`src/hw/apb_params.svh`:
```
// Shared sizes for RTL and testbench; APB_CMD_DEPTH must be a power of two, APB_NUM_REGS <= 2**(APB_ADDR_WIDTH-2)
`ifndef APB_PARAMS_SVH
`define APB_PARAMS_SVH

// Bus widths
`define APB_ADDR_WIDTH 8            // Byte address, word registers
`define APB_DATA_WIDTH 32           // Data and register width

// Command queue
`define APB_CMD_DEPTH 4             // Entries, power of two

// Register bank timing
`define APB_SLV_WAIT 2              // Wait cycles before PREADY

// Register map
`define APB_NUM_REGS 16             // Last word is read-only ID
`define APB_ID_VALUE 32'h0A9B_0001  // Identity register contents

`endif

```
`src/hw/apb_bus_pkg.sv`:
```
// APB protocol types only; phase encoding is two bits and IDLE must stay at zero
package apb_bus_pkg;

    // Master transfer phase
    typedef enum logic [1:0] {
        IDLE   = 2'b00, // No transfer, PSEL low
        SETUP  = 2'b01, // PSEL high, PENABLE low
        ACCESS = 2'b10  // PSEL and PENABLE high
    } apb_phase_e;

endpackage

```
`src/hw/apb_cmd_pkg.sv`:
```
// Client command types only; opcode bit value maps straight onto PWRITE
package apb_cmd_pkg;

    // Command opcode
    typedef enum logic {
        OP_READ  = 1'b0, // PWRITE low
        OP_WRITE = 1'b1  // PWRITE high
    } apb_opcode_e;

endpackage

```
`src/hw/apb_cmd_fifo.sv`:
```
// Command queue without fall-through; a push is visible one cycle later, depth must be a power of two
`timescale 1ns/1ps
`include "apb_params.svh"

module apb_cmd_fifo (
    input  logic                        i_clk_apb,   // APB clock
    input  logic                        i_rstn_apb,  // Async reset, active low
    input  logic                        i_in_valid,  // Client command valid
    output logic                        o_in_ready,  // Space available
    input  logic [`APB_ADDR_WIDTH-1:0]  i_in_addr,   // Client address
    input  apb_cmd_pkg::apb_opcode_e    i_in_opcode, // Client opcode
    input  logic [`APB_DATA_WIDTH-1:0]  i_in_wdata,  // Client write data
    output logic                        o_out_valid, // Entry available
    input  logic                        i_out_ready, // Master takes entry
    output logic [`APB_ADDR_WIDTH-1:0]  o_out_addr,  // Head address
    output apb_cmd_pkg::apb_opcode_e    o_out_opcode, // Head opcode
    output logic [`APB_DATA_WIDTH-1:0]  o_out_wdata  // Head write data
);

    import apb_cmd_pkg::*;

    localparam int PTR_W = $clog2(`APB_CMD_DEPTH); // Index bits without wrap

    // Storage, no reset needed
    logic [`APB_ADDR_WIDTH-1:0] addr_mem  [0:`APB_CMD_DEPTH-1];
    apb_opcode_e                op_mem    [0:`APB_CMD_DEPTH-1];
    logic [`APB_DATA_WIDTH-1:0] wdata_mem [0:`APB_CMD_DEPTH-1];

    logic [PTR_W:0] wr_ptr_q;   // MSB is the wrap bit
    logic [PTR_W:0] rd_ptr_q;   // MSB is the wrap bit
    logic [PTR_W:0] count;      // Occupancy
    logic           push;
    logic           pop;
    logic           full;
    logic           empty;

    assign count = wr_ptr_q - rd_ptr_q;
    assign full  = (wr_ptr_q[PTR_W] != rd_ptr_q[PTR_W]) &&
                   (wr_ptr_q[PTR_W-1:0] == rd_ptr_q[PTR_W-1:0]); // Same slot, other lap
    assign empty = (wr_ptr_q == rd_ptr_q);

    assign o_in_ready  = !full;            // Only back-pressure to client
    assign o_out_valid = !empty;
    assign push        = i_in_valid && o_in_ready;
    assign pop         = o_out_valid && i_out_ready;

    // Head of queue, registered storage so no fall-through
    assign o_out_addr   = addr_mem[rd_ptr_q[PTR_W-1:0]];
    assign o_out_opcode = op_mem[rd_ptr_q[PTR_W-1:0]];
    assign o_out_wdata  = wdata_mem[rd_ptr_q[PTR_W-1:0]];

    always_ff @(posedge i_clk_apb) begin
        if (push) begin
            addr_mem[wr_ptr_q[PTR_W-1:0]]  <= i_in_addr;
            op_mem[wr_ptr_q[PTR_W-1:0]]    <= i_in_opcode;
            wdata_mem[wr_ptr_q[PTR_W-1:0]] <= i_in_wdata;
        end
    end

    // Pointers move independently, push and pop may coincide
    always_ff @(posedge i_clk_apb or negedge i_rstn_apb) begin
        if (!i_rstn_apb) begin
            wr_ptr_q <= '0;
            rd_ptr_q <= '0;
        end else begin
            if (push) wr_ptr_q <= wr_ptr_q + 1'b1;
            if (pop)  rd_ptr_q <= rd_ptr_q + 1'b1;
        end
    end

    // Occupancy bounded by depth
    a_no_overflow: assert property (@(posedge i_clk_apb) disable iff (!i_rstn_apb)
        count <= (PTR_W+1)'(`APB_CMD_DEPTH));

    // Stalled head must not change under the master
    a_head_stable: assert property (@(posedge i_clk_apb) disable iff (!i_rstn_apb)
        (o_out_valid && !i_out_ready) |=>
            (o_out_valid && $stable(o_out_addr) && $stable(o_out_opcode) &&
             $stable(o_out_wdata)));

endmodule

```
`src/hw/apb_master.sv`:
```
// Single-slave APB master; no PSTRB or PPROT, response has no back-pressure and pulses once
`timescale 1ns/1ps
`include "apb_params.svh"

module apb_master (
    input  logic                        i_clk_apb,    // APB clock
    input  logic                        i_rstn_apb,   // Async reset, active low
    input  logic                        i_valid,      // Command from queue
    output logic                        o_ready,      // Command accepted
    input  logic [`APB_ADDR_WIDTH-1:0]  i_addr,       // Command address
    input  apb_cmd_pkg::apb_opcode_e    i_opcode,     // Command opcode
    input  logic [`APB_DATA_WIDTH-1:0]  i_wr_data,    // Command write data
    output logic                        o_psel,       // Peripheral select
    output logic                        o_penable,    // Access phase
    output logic                        o_pwrite,     // Direction
    output logic [`APB_ADDR_WIDTH-1:0]  o_paddr,      // Transfer address
    output logic [`APB_DATA_WIDTH-1:0]  o_pwdata,     // Transfer write data
    input  logic [`APB_DATA_WIDTH-1:0]  i_prdata,     // Slave read data
    input  logic                        i_pready,     // Slave done
    input  logic                        i_pslverr,    // Slave error
    output logic                        o_rsp_valid,  // One-cycle response pulse
    output apb_cmd_pkg::apb_opcode_e    o_rsp_opcode, // Opcode of finished command
    output logic [`APB_DATA_WIDTH-1:0]  o_rsp_rdata,  // Read data, zero otherwise
    output logic                        o_rsp_err     // Slave error passed through
);

    import apb_bus_pkg::*;
    import apb_cmd_pkg::*;

    apb_phase_e                 state_q;
    apb_phase_e                 state_d;
    apb_opcode_e                op_q;       // Held command
    logic [`APB_ADDR_WIDTH-1:0] addr_q;
    logic [`APB_DATA_WIDTH-1:0] wdata_q;
    logic                       accept;
    logic                       done;       // Completing ACCESS cycle

    assign done   = (state_q == ACCESS) && i_pready;
    assign accept = o_ready && i_valid;

    // Ready in IDLE, or as the current transfer finishes
    assign o_ready = (state_q == IDLE) || done;

    always_ff @(posedge i_clk_apb or negedge i_rstn_apb) begin
        if (!i_rstn_apb) begin
            state_q <= IDLE;
        end else begin
            state_q <= state_d;
        end
    end

    // Command payload, captured on handshake only
    always_ff @(posedge i_clk_apb) begin
        if (accept) begin
            op_q    <= i_opcode;
            addr_q  <= i_addr;
            wdata_q <= i_wr_data;
        end
    end

    always_comb begin
        state_d = state_q;
        case (state_q)
            IDLE: begin
                if (i_valid) state_d = SETUP;   // Taken this cycle
            end
            SETUP: begin
                state_d = ACCESS;               // SETUP is one cycle
            end
            ACCESS: begin
                if (i_pready) begin
                    state_d = i_valid ? SETUP : IDLE; // Back to back if more queued
                end
            end
            default: begin
                state_d = IDLE;
            end
        endcase
    end

    // Bus drive, quiet while idle
    always_comb begin
        o_psel    = (state_q == SETUP) || (state_q == ACCESS);
        o_penable = (state_q == ACCESS);
        o_pwrite  = o_psel && (op_q == OP_WRITE);
        o_paddr   = o_psel ? addr_q : '0;
        o_pwdata  = o_pwrite ? wdata_q : '0;   // Zero on reads
    end

    // Response built in the completing cycle
    always_comb begin
        o_rsp_valid  = done;
        o_rsp_opcode = op_q;
        o_rsp_err    = done && i_pslverr;
        o_rsp_rdata  = '0;
        if (done && (op_q == OP_READ) && !i_pslverr) begin
            o_rsp_rdata = i_prdata;
        end
    end

    // ACCESS entered only from a SETUP cycle
    a_penable_psel: assert property (@(posedge i_clk_apb) disable iff (!i_rstn_apb)
        $rose(o_penable) |-> $past(o_psel && !o_penable));

    // Address and direction held through wait states
    a_access_stable: assert property (@(posedge i_clk_apb) disable iff (!i_rstn_apb)
        (o_psel && o_penable && !i_pready) |=>
            (o_psel && o_penable && $stable(o_paddr) && $stable(o_pwrite)));

endmodule

```
`src/hw/apb_reg_slave.sv`:
```
// Word-addressed register bank; fixed wait states, last word is a read-only ID, no byte strobes
`timescale 1ns/1ps
`include "apb_params.svh"

module apb_reg_slave (
    input  logic                        i_clk_apb,  // APB clock
    input  logic                        i_rstn_apb, // Async reset, active low
    input  logic                        i_psel,     // Selected
    input  logic                        i_penable,  // Access phase
    input  logic                        i_pwrite,   // Direction
    input  logic [`APB_ADDR_WIDTH-1:0]  i_paddr,    // Byte address
    input  logic [`APB_DATA_WIDTH-1:0]  i_pwdata,   // Write data
    output logic [`APB_DATA_WIDTH-1:0]  o_prdata,   // Read data
    output logic                        o_pready,   // Transfer done
    output logic                        o_pslverr   // Illegal access
);

    localparam int IDX_W  = `APB_ADDR_WIDTH - 2;         // Word index bits
    localparam int REG_W  = $clog2(`APB_NUM_REGS);       // Bits to select a register
    localparam int WAIT_W = $clog2(`APB_SLV_WAIT + 2);   // At least one bit
    localparam logic [IDX_W-1:0] ID_IDX = IDX_W'(`APB_NUM_REGS - 1);

    // Writable registers, the ID word is not stored
    logic [`APB_DATA_WIDTH-1:0] regs_q [0:`APB_NUM_REGS-2];
    logic [WAIT_W-1:0]          wait_cnt_q;
    logic [IDX_W-1:0]           word_idx;
    logic [REG_W-1:0]           reg_idx;
    logic                       access;
    logic                       misaligned;
    logic                       out_of_range;
    logic                       id_hit;
    logic                       err;
    logic                       wr_en;

    assign access       = i_psel && i_penable;
    assign word_idx     = i_paddr[`APB_ADDR_WIDTH-1:2];  // Offset is index times 4
    assign reg_idx      = word_idx[REG_W-1:0];
    assign misaligned   = |i_paddr[1:0];
    assign out_of_range = (word_idx >= IDX_W'(`APB_NUM_REGS));
    assign id_hit       = (word_idx == ID_IDX);

    // Any one of these makes the access illegal
    assign err = misaligned || out_of_range || (id_hit && i_pwrite);

    // Ready in the (WAIT+1)th ACCESS cycle
    assign o_pready  = access && (wait_cnt_q == WAIT_W'(`APB_SLV_WAIT));
    assign o_pslverr = o_pready && err;
    assign wr_en     = o_pready && i_pwrite && !err;   // Errored writes change nothing

    // Counts ACCESS cycles, cleared between transfers
    always_ff @(posedge i_clk_apb or negedge i_rstn_apb) begin
        if (!i_rstn_apb) begin
            wait_cnt_q <= '0;
        end else if (access && !o_pready) begin
            wait_cnt_q <= wait_cnt_q + 1'b1;
        end else begin
            wait_cnt_q <= '0;
        end
    end

    // Register file, cleared on reset
    always_ff @(posedge i_clk_apb or negedge i_rstn_apb) begin
        if (!i_rstn_apb) begin
            for (int i = 0; i < `APB_NUM_REGS - 1; i++) begin
                regs_q[i] <= '0;
            end
        end else if (wr_en) begin
            regs_q[reg_idx] <= i_pwdata;
        end
    end

    // Read path, zero for writes and errored reads
    always_comb begin
        o_prdata = '0;
        if (access && !i_pwrite && !err) begin
            if (id_hit) begin
                o_prdata = `APB_ID_VALUE;   // Fixed identity word
            end else begin
                o_prdata = regs_q[reg_idx];
            end
        end
    end

    // PREADY only after the full wait inside ACCESS
    a_pready_in_access: assert property (@(posedge i_clk_apb) disable iff (!i_rstn_apb)
        o_pready |-> $past(access, `APB_SLV_WAIT));

endmodule

```
`src/hw/apb_subsys_top.sv`:
```
// Queue, APB master and register bank on one segment; client must sample every response pulse
`timescale 1ns/1ps
`include "apb_params.svh"

module apb_subsys_top (
    input  logic                        i_clk_apb,    // APB clock
    input  logic                        i_rstn_apb,   // Async reset, active low
    input  logic                        i_cmd_valid,  // Client command valid
    output logic                        o_cmd_ready,  // Queue has space
    input  logic [`APB_ADDR_WIDTH-1:0]  i_cmd_addr,   // Byte address
    input  apb_cmd_pkg::apb_opcode_e    i_cmd_opcode, // Read or write
    input  logic [`APB_DATA_WIDTH-1:0]  i_cmd_wdata,  // Write data
    output logic                        o_rsp_valid,  // One pulse per command
    output apb_cmd_pkg::apb_opcode_e    o_rsp_opcode, // Opcode echoed
    output logic [`APB_DATA_WIDTH-1:0]  o_rsp_rdata,  // Read data or zero
    output logic                        o_rsp_err     // Slave error
);

    import apb_cmd_pkg::*;

    // Queue to master
    logic                       cmd_valid;
    logic                       cmd_ready;
    logic [`APB_ADDR_WIDTH-1:0] cmd_addr;
    apb_opcode_e                cmd_opcode;
    logic [`APB_DATA_WIDTH-1:0] cmd_wdata;

    // APB segment
    logic                       psel;
    logic                       penable;
    logic                       pwrite;
    logic [`APB_ADDR_WIDTH-1:0] paddr;
    logic [`APB_DATA_WIDTH-1:0] pwdata;
    logic [`APB_DATA_WIDTH-1:0] prdata;
    logic                       pready;
    logic                       pslverr;

    apb_cmd_fifo apb_cmd_fifo_inst (
        .i_clk_apb(i_clk_apb), .i_rstn_apb(i_rstn_apb),
        .i_in_valid(i_cmd_valid), .o_in_ready(o_cmd_ready), .i_in_addr(i_cmd_addr),
        .i_in_opcode(i_cmd_opcode), .i_in_wdata(i_cmd_wdata),
        .o_out_valid(cmd_valid), .i_out_ready(cmd_ready), .o_out_addr(cmd_addr),
        .o_out_opcode(cmd_opcode), .o_out_wdata(cmd_wdata)
    );

    apb_master apb_master_inst (
        .i_clk_apb(i_clk_apb), .i_rstn_apb(i_rstn_apb),
        .i_valid(cmd_valid), .o_ready(cmd_ready), .i_addr(cmd_addr),
        .i_opcode(cmd_opcode), .i_wr_data(cmd_wdata),
        .o_psel(psel), .o_penable(penable), .o_pwrite(pwrite), .o_paddr(paddr),
        .o_pwdata(pwdata), .i_prdata(prdata), .i_pready(pready), .i_pslverr(pslverr),
        .o_rsp_valid(o_rsp_valid), .o_rsp_opcode(o_rsp_opcode),
        .o_rsp_rdata(o_rsp_rdata), .o_rsp_err(o_rsp_err)
    );

    apb_reg_slave apb_reg_slave_inst (
        .i_clk_apb(i_clk_apb), .i_rstn_apb(i_rstn_apb),
        .i_psel(psel), .i_penable(penable), .i_pwrite(pwrite), .i_paddr(paddr),
        .i_pwdata(pwdata), .o_prdata(prdata), .o_pready(pready), .o_pslverr(pslverr)
    );

endmodule

```
`config.mk`:
```
export PLATFORM = sky130hd
export DESIGN_NAME = apb_subsys_top
export DESIGN_NICKNAME = d
export VERILOG_FILES = /design/src/hw/apb_bus_pkg.sv /design/src/hw/apb_cmd_pkg.sv /design/src/hw/apb_cmd_fifo.sv /design/src/hw/apb_master.sv /design/src/hw/apb_reg_slave.sv /design/src/hw/apb_subsys_top.sv
export VERILOG_INCLUDE_DIRS = /design/src /design/src/hw
export SDC_FILE = /design/constraint.sdc
export NUM_CORES = 1
export LEC_CHECK = 0
export BUFFER_PORTS_ARGS = -buffer_cell sky130_fd_sc_hd__buf_4
export CAP_MARGIN = 15
export CELL_PAD_IN_SITES_DETAIL_PLACEMENT = 0
export CELL_PAD_IN_SITES_GLOBAL_PLACEMENT = 1
export CORE_MARGIN = 1
export CORE_UTILIZATION = 50
export CTS_BUF_LIST = sky130_fd_sc_hd__clkbuf_16
export DETAILED_ROUTE_END_ITERATION = 6
export PLACE_DENSITY_LB_ADDON = 0.15
export SLEW_MARGIN = 20
export SYNTH_ARGS = -nofsm -noshare
export SYNTH_HDL_FRONTEND = slang
export SYNTH_HIERARCHICAL = 1
export SYNTH_SLANG_ARGS = --single-unit
```
`constraint.sdc`:
```
create_clock -name i_clk_apb -period 5.7 [get_ports i_clk_apb]
set_clock_uncertainty 0.05 [all_clocks]
set_input_delay 0.855 -clock i_clk_apb [delete_from_list [all_inputs] [get_ports i_clk_apb]]
set_output_delay 0.855 -clock i_clk_apb [all_outputs]
set_load 0.02 [all_outputs]
```
==> results.txt <==
----------------------------------------------------
[Synth]
  Fraction of registers with async set/reset ... 0.705
  Netlist Area Pre-Place ... 30800 sq um
  Number of flops mapped to enable cells by yosys ... 205
  Synth Register Bits ... around 700
  Count of cell types in the netlist ... 50
  Sequential cell area fraction in the yosys report ... 0.598
  Warning count from the yosys run ... 6
  Syn Nets ... 1961
  Post-Syn Area per Cell ... 16.2 sq um
  Primary FF master, synth ... sky130_fd_sc_hd__dfrtp_1
  Cells after Synth ... 1906

[Cells and area]
  FILL cells ... 4734
  Area growth syn-to-layout ... 12.4%
  Post-route insts no fill ... 2790
  Number of nets in the layout ... between 2000 and 2500
  Fin util ... 0.572
  Layout cells sized above 1 ... 0.438

[Detailed routing]
  DR pass1 iterations ... 5
  DRC viols ... 0
  Vias ... 16700
  Post-route ant nets ... 0
  Drt total wl ... slightly above 70000 um
  Drt via density ... 6.00
  Number of DRC markers after the initial detailed-route iteration ... roughly 1100
  Post-DR wirelength/cell ... 25.9 um

[Setup path]
  Worst Path Max Fanout ... 24
  Worst R2R End ... apb_reg_slave_inst/regs_q[151]$_DFFE_PN0P_
  Data arrival time at the worst-slack endpoint ... 4.33 ns
  FF-to-FF Start ... apb_master_inst/state_q[0]$_DFFE_PN0P_
  FF-to-FF setup slack ... 1.19 ns
  Required arrival time at the worst endpoint ... 4.80 ns
  R2R cell count ... 8
  Crit path capture type ... output port
  Type of element launching the critical path ... flop
  CP Class ... reg -> out

[Timing]
  Final-report max-slew violation count ... 0
  Transition at the pin with the smallest max-transition slack ... around 1.1 ns
  Worst slew margin ... 0.246
  Max Clock Freq ... roughly 190 MHz
  Number of hold violations in the final report ... 0
  Final Cycle Share ... 0.919
  Final setup viols ... 0
  Accumulated negative setup slack ... 0 ns
  Final min period ... 5.24 ns
  RSZ-0062 raised after global routing ... false

[Global route]
  Via count of the first global-routing pass ... 18000
  Overall Global Routing Usage ... 0.239
  Wire length of the first global-routing pass ... 113000 um
  Initial antenna violation count ... 1
  Pin count of the biggest net entering global routing ... 143
  Aggregate global routing overflow ... 0

[Power and ir drop]
  Post-route total power ... between 10 and 15 mW
  Max rail drop VDD ... 0.356 mV
  Power density normalized to cell area ... 432 nW/um^2
  Lkg Pwr ... 15.3 nW

[Placed design]
  Placed cell count ... 2655
  Total of buffers placed on input and output ports ... 79
  DP Wirelength ... between 40000 and 50000 um
  RePlAce Congestion ... 0.784

[Clock network]
  Clock transition at the register clock pins on the worst setup and hold paths after CTS ... approximately 0.06 ns
  Number of levels in the clock H-tree ... 3
  CTS hold repair buffers ... 0
  Root Buffer ... sky130_fd_sc_hd__clkbuf_16
  Clock Tree Buf Depth ... 3
  Clock sinks ... slightly below 700
  Insertion delay of the later-clocked pin in the worst-skew pair ... 0.61 ns
  Number of gates resized after CTS ... 0
  Clock tree from TritonCTS ... yes
  Number of clock buffers inserted by TritonCTS ... 75
  Buffer count from post-CTS setup fixing ... 0

[Worst hold path]
  Hold Path Class ... in -> async

[Die]
  Area of the die ... 62600 sq um
  Die span in x ... approximately 250 um
  Row count ... 90
  Count of boundary I/O pins ... 80
  Core area ... between 60000 and 70000 sq um
  Starting density of the core ... 0.509
  Floorplan die height ... 250 um

[Job]
  Count of max-cap constraint violations ... 0

[Run status]
  Outcome ... complete, no violations

----------------------------------------------------
[cell usage in the layout, fill, tap and decap left out, types with 5 or more instances in the layout]
cell type,n
sky130_fd_sc_hd__nand2b_1,8
sky130_fd_sc_hd__and2_2,25
sky130_fd_sc_hd__a31oi_1,10
sky130_fd_sc_hd__clkinv_1,15
sky130_fd_sc_hd__mux2_4,90
sky130_fd_sc_hd__edfxtp_1,205
sky130_fd_sc_hd__a211oi_1,5
sky130_fd_sc_hd__mux2_2,391
sky130_fd_sc_hd__nand2_1,14
sky130_fd_sc_hd__and3_1,31
sky130_fd_sc_hd__mux2_1,10
sky130_fd_sc_hd__nor2b_1,13
sky130_fd_sc_hd__nand3_1,26
sky130_fd_sc_hd__clkinv_2,6
sky130_fd_sc_hd__clkbuf_16,77
sky130_fd_sc_hd__buf_4,115
sky130_fd_sc_hd__o221ai_1,34
sky130_fd_sc_hd__a22oi_1,48
sky130_fd_sc_hd__and2_1,17
sky130_fd_sc_hd__inv_1,50
sky130_fd_sc_hd__mux2i_1,84
sky130_fd_sc_hd__o31ai_1,5
sky130_fd_sc_hd__ha_1,11
sky130_fd_sc_hd__dfrtp_1,488
sky130_fd_sc_hd__mux4_2,108
sky130_fd_sc_hd__and3_2,6
sky130_fd_sc_hd__bufinv_16,6
sky130_fd_sc_hd__nor4_4,5
sky130_fd_sc_hd__a21oi_1,29
sky130_fd_sc_hd__buf_12,12
[worst max-delay path by stage]
stage,cells after the start,slack [ns],startpoint,to
2_1_floorplan,11,1.60,apb_master_inst/state_q[1]$_DFFE_PN0P_,o_rsp_rdata[0]
3_3_place_gp,9,1.24,apb_master_inst/state_q[0]$_DFFE_PN0P_,o_rsp_rdata[14]
3_5_place_dp,9,1.13,apb_master_inst/state_q[0]$_DFFE_PN0P_,o_rsp_rdata[15]
4_1_cts,9,0.47,apb_master_inst/state_q[0]$_DFFE_PN0P_,o_rsp_rdata[15]
5_1_grt,10,0.22,apb_master_inst/state_q[1]$_DFFE_PN0P_,o_rsp_rdata[9]
6_report,9,0.46,apb_master_inst/state_q[0]$_DFFE_PN0P_,o_rsp_rdata[14]
[layer usage]
| metal | vias to the layer above | wire length, um | GRT usage |
|---|---|---|---|
| met1 | 9014 | 33700 | 0.347 |
| met3 | 92 | 3180 | 0.0373 |
| met4 | 0 | 1620 | 0.0701 |
| li1 | 7287 | - | - |
| met5 | - | 0 | 0 |
| met2 | 343 | 33800 | 0.373 |
[cell families after synthesis]
| kind of cell | after synthesis | share of synthesized area |
|---|---|---|
| adders and majority gates | 11 | 0.00447 |
| AOI/OAI and AO/OA | 139 | 0.0324 |
| DFF | 695 | 0.598 |
| muxes | 683 | 0.297 |
| xor gates and xnor gates | 8 | 0.00349 |
| buffers and inverters | 193 | 0.0291 |
| and+or+nand+nor | 177 | 0.0365 |
[sequential cells by signal, summed over array words and instances (netlist names)]
signal	cells
apb_reg_slave_inst/wait_cnt_q	2
apb_cmd_fifo_inst/addr_mem	32
apb_cmd_fifo_inst/wdata_mem	128
apb_cmd_fifo_inst/wr_ptr_q	3
apb_reg_slave_inst/regs_q	480
apb_master_inst/wdata_q	32
apb_master_inst/o_rsp_opcode	1
apb_master_inst/state_q	2
apb_cmd_fifo_inst/rd_ptr_q	3
apb_cmd_fifo_inst/op_mem	4
apb_master_inst/addr_q	8
[metrics by stage]
| stage | hold WS, ns | instance area (sq um) | worst slack (ns) |
|---|---|---|---|
| 4_1_cts | 0.271 | 34600 | 0.465 |
| 5_1_grt | 0.312 | 34600 | 0.219 |
| 6_report | 0.269 | 34600 | 0.464 |
| 3_5_place_dp | 0.375 | 32300 | 1.13 |
| 3_3_place_gp | 0.371 | 32300 | 1.24 |
| 2_1_floorplan | 0.362 | 30800 | 1.60 |
[power by group]
group | internal (mW) | total (mW) | switching [mW] | leakage, nW
Combinational | 1.39 | 4.40 | 3.01 | 5.38
Sequential | 5.73 | 5.88 | 0.152 | 8.73
Clock | 2.72 | 4.69 | 1.97 | 1.22
[critical path: stages, from the launching register on]
cell and delay (ns):
sky130_fd_sc_hd__dfrtp_1 0.40, sky130_fd_sc_hd__inv_1 0.10, sky130_fd_sc_hd__ha_1 0.47, sky130_fd_sc_hd__and2_1 0.27, sky130_fd_sc_hd__or4_4 0.55, sky130_fd_sc_hd__or3_1 0.58
sky130_fd_sc_hd__or2_2 0.70, sky130_fd_sc_hd__a21oi_1 0.25, sky130_fd_sc_hd__and2_1 0.22, sky130_fd_sc_hd__buf_4 0.17
[final cells by class]
class / count / area [sq um] / area share
inverters: 32 / 120 / 0.00347
well taps: 782 / 978 / 0.0282
repair buffers: 128 / 1120 / 0.0323
flip-flops and latches: 695 / 18400 / 0.532
clock buffers: 77 / 1930 / 0.0556
clock inverters: 57 / 439 / 0.0127
multi-input cells: 1018 / 11600 / 0.336
diodes: 1 / 2.50 / 0.0000722
[cells in the mapped netlist, types with 3 or more instances]
library cell | number | area [sq um]
sky130_fd_sc_hd__buf_1 | 9 | 33.8
sky130_fd_sc_hd__a21oi_1 | 29 | 145
sky130_fd_sc_hd__and3_1 | 34 | 213
sky130_fd_sc_hd__and3_2 | 3 | 22.5
sky130_fd_sc_hd__nor2_1 | 6 | 22.5
sky130_fd_sc_hd__buf_2 | 49 | 245
sky130_fd_sc_hd__and2_1 | 22 | 138
sky130_fd_sc_hd__edfxtp_1 | 205 | 6160
sky130_fd_sc_hd__xnor2_1 | 4 | 35.0
sky130_fd_sc_hd__inv_1 | 32 | 120
sky130_fd_sc_hd__clkbuf_1 | 85 | 319
sky130_fd_sc_hd__buf_6 | 12 | 135
sky130_fd_sc_hd__or4_1 | 5 | 37.5
sky130_fd_sc_hd__mux2_1 | 10 | 113
sky130_fd_sc_hd__buf_4 | 6 | 45.0
sky130_fd_sc_hd__dfrtp_1 | 490 | 12300
sky130_fd_sc_hd__o221ai_1 | 34 | 298
sky130_fd_sc_hd__nor3_2 | 3 | 30.0
sky130_fd_sc_hd__or3_1 | 4 | 25.0
sky130_fd_sc_hd__nor2b_1 | 15 | 93.8
sky130_fd_sc_hd__a211oi_1 | 5 | 37.5
sky130_fd_sc_hd__nand3_1 | 26 | 130
sky130_fd_sc_hd__nand2_1 | 14 | 52.6
sky130_fd_sc_hd__mux4_2 | 108 | 2430
sky130_fd_sc_hd__and2_2 | 22 | 165
sky130_fd_sc_hd__ha_1 | 11 | 138
sky130_fd_sc_hd__a22oi_1 | 48 | 360
sky130_fd_sc_hd__o31ai_1 | 5 | 37.5
sky130_fd_sc_hd__mux2_4 | 90 | 1350
sky130_fd_sc_hd__nor4_2 | 5 | 62.6
sky130_fd_sc_hd__mux2_2 | 391 | 4400
sky130_fd_sc_hd__nand2b_1 | 8 | 50.1
sky130_fd_sc_hd__a31oi_1 | 10 | 62.6
sky130_fd_sc_hd__mux2i_1 | 84 | 841
Power figures use the tool's default switching activity.
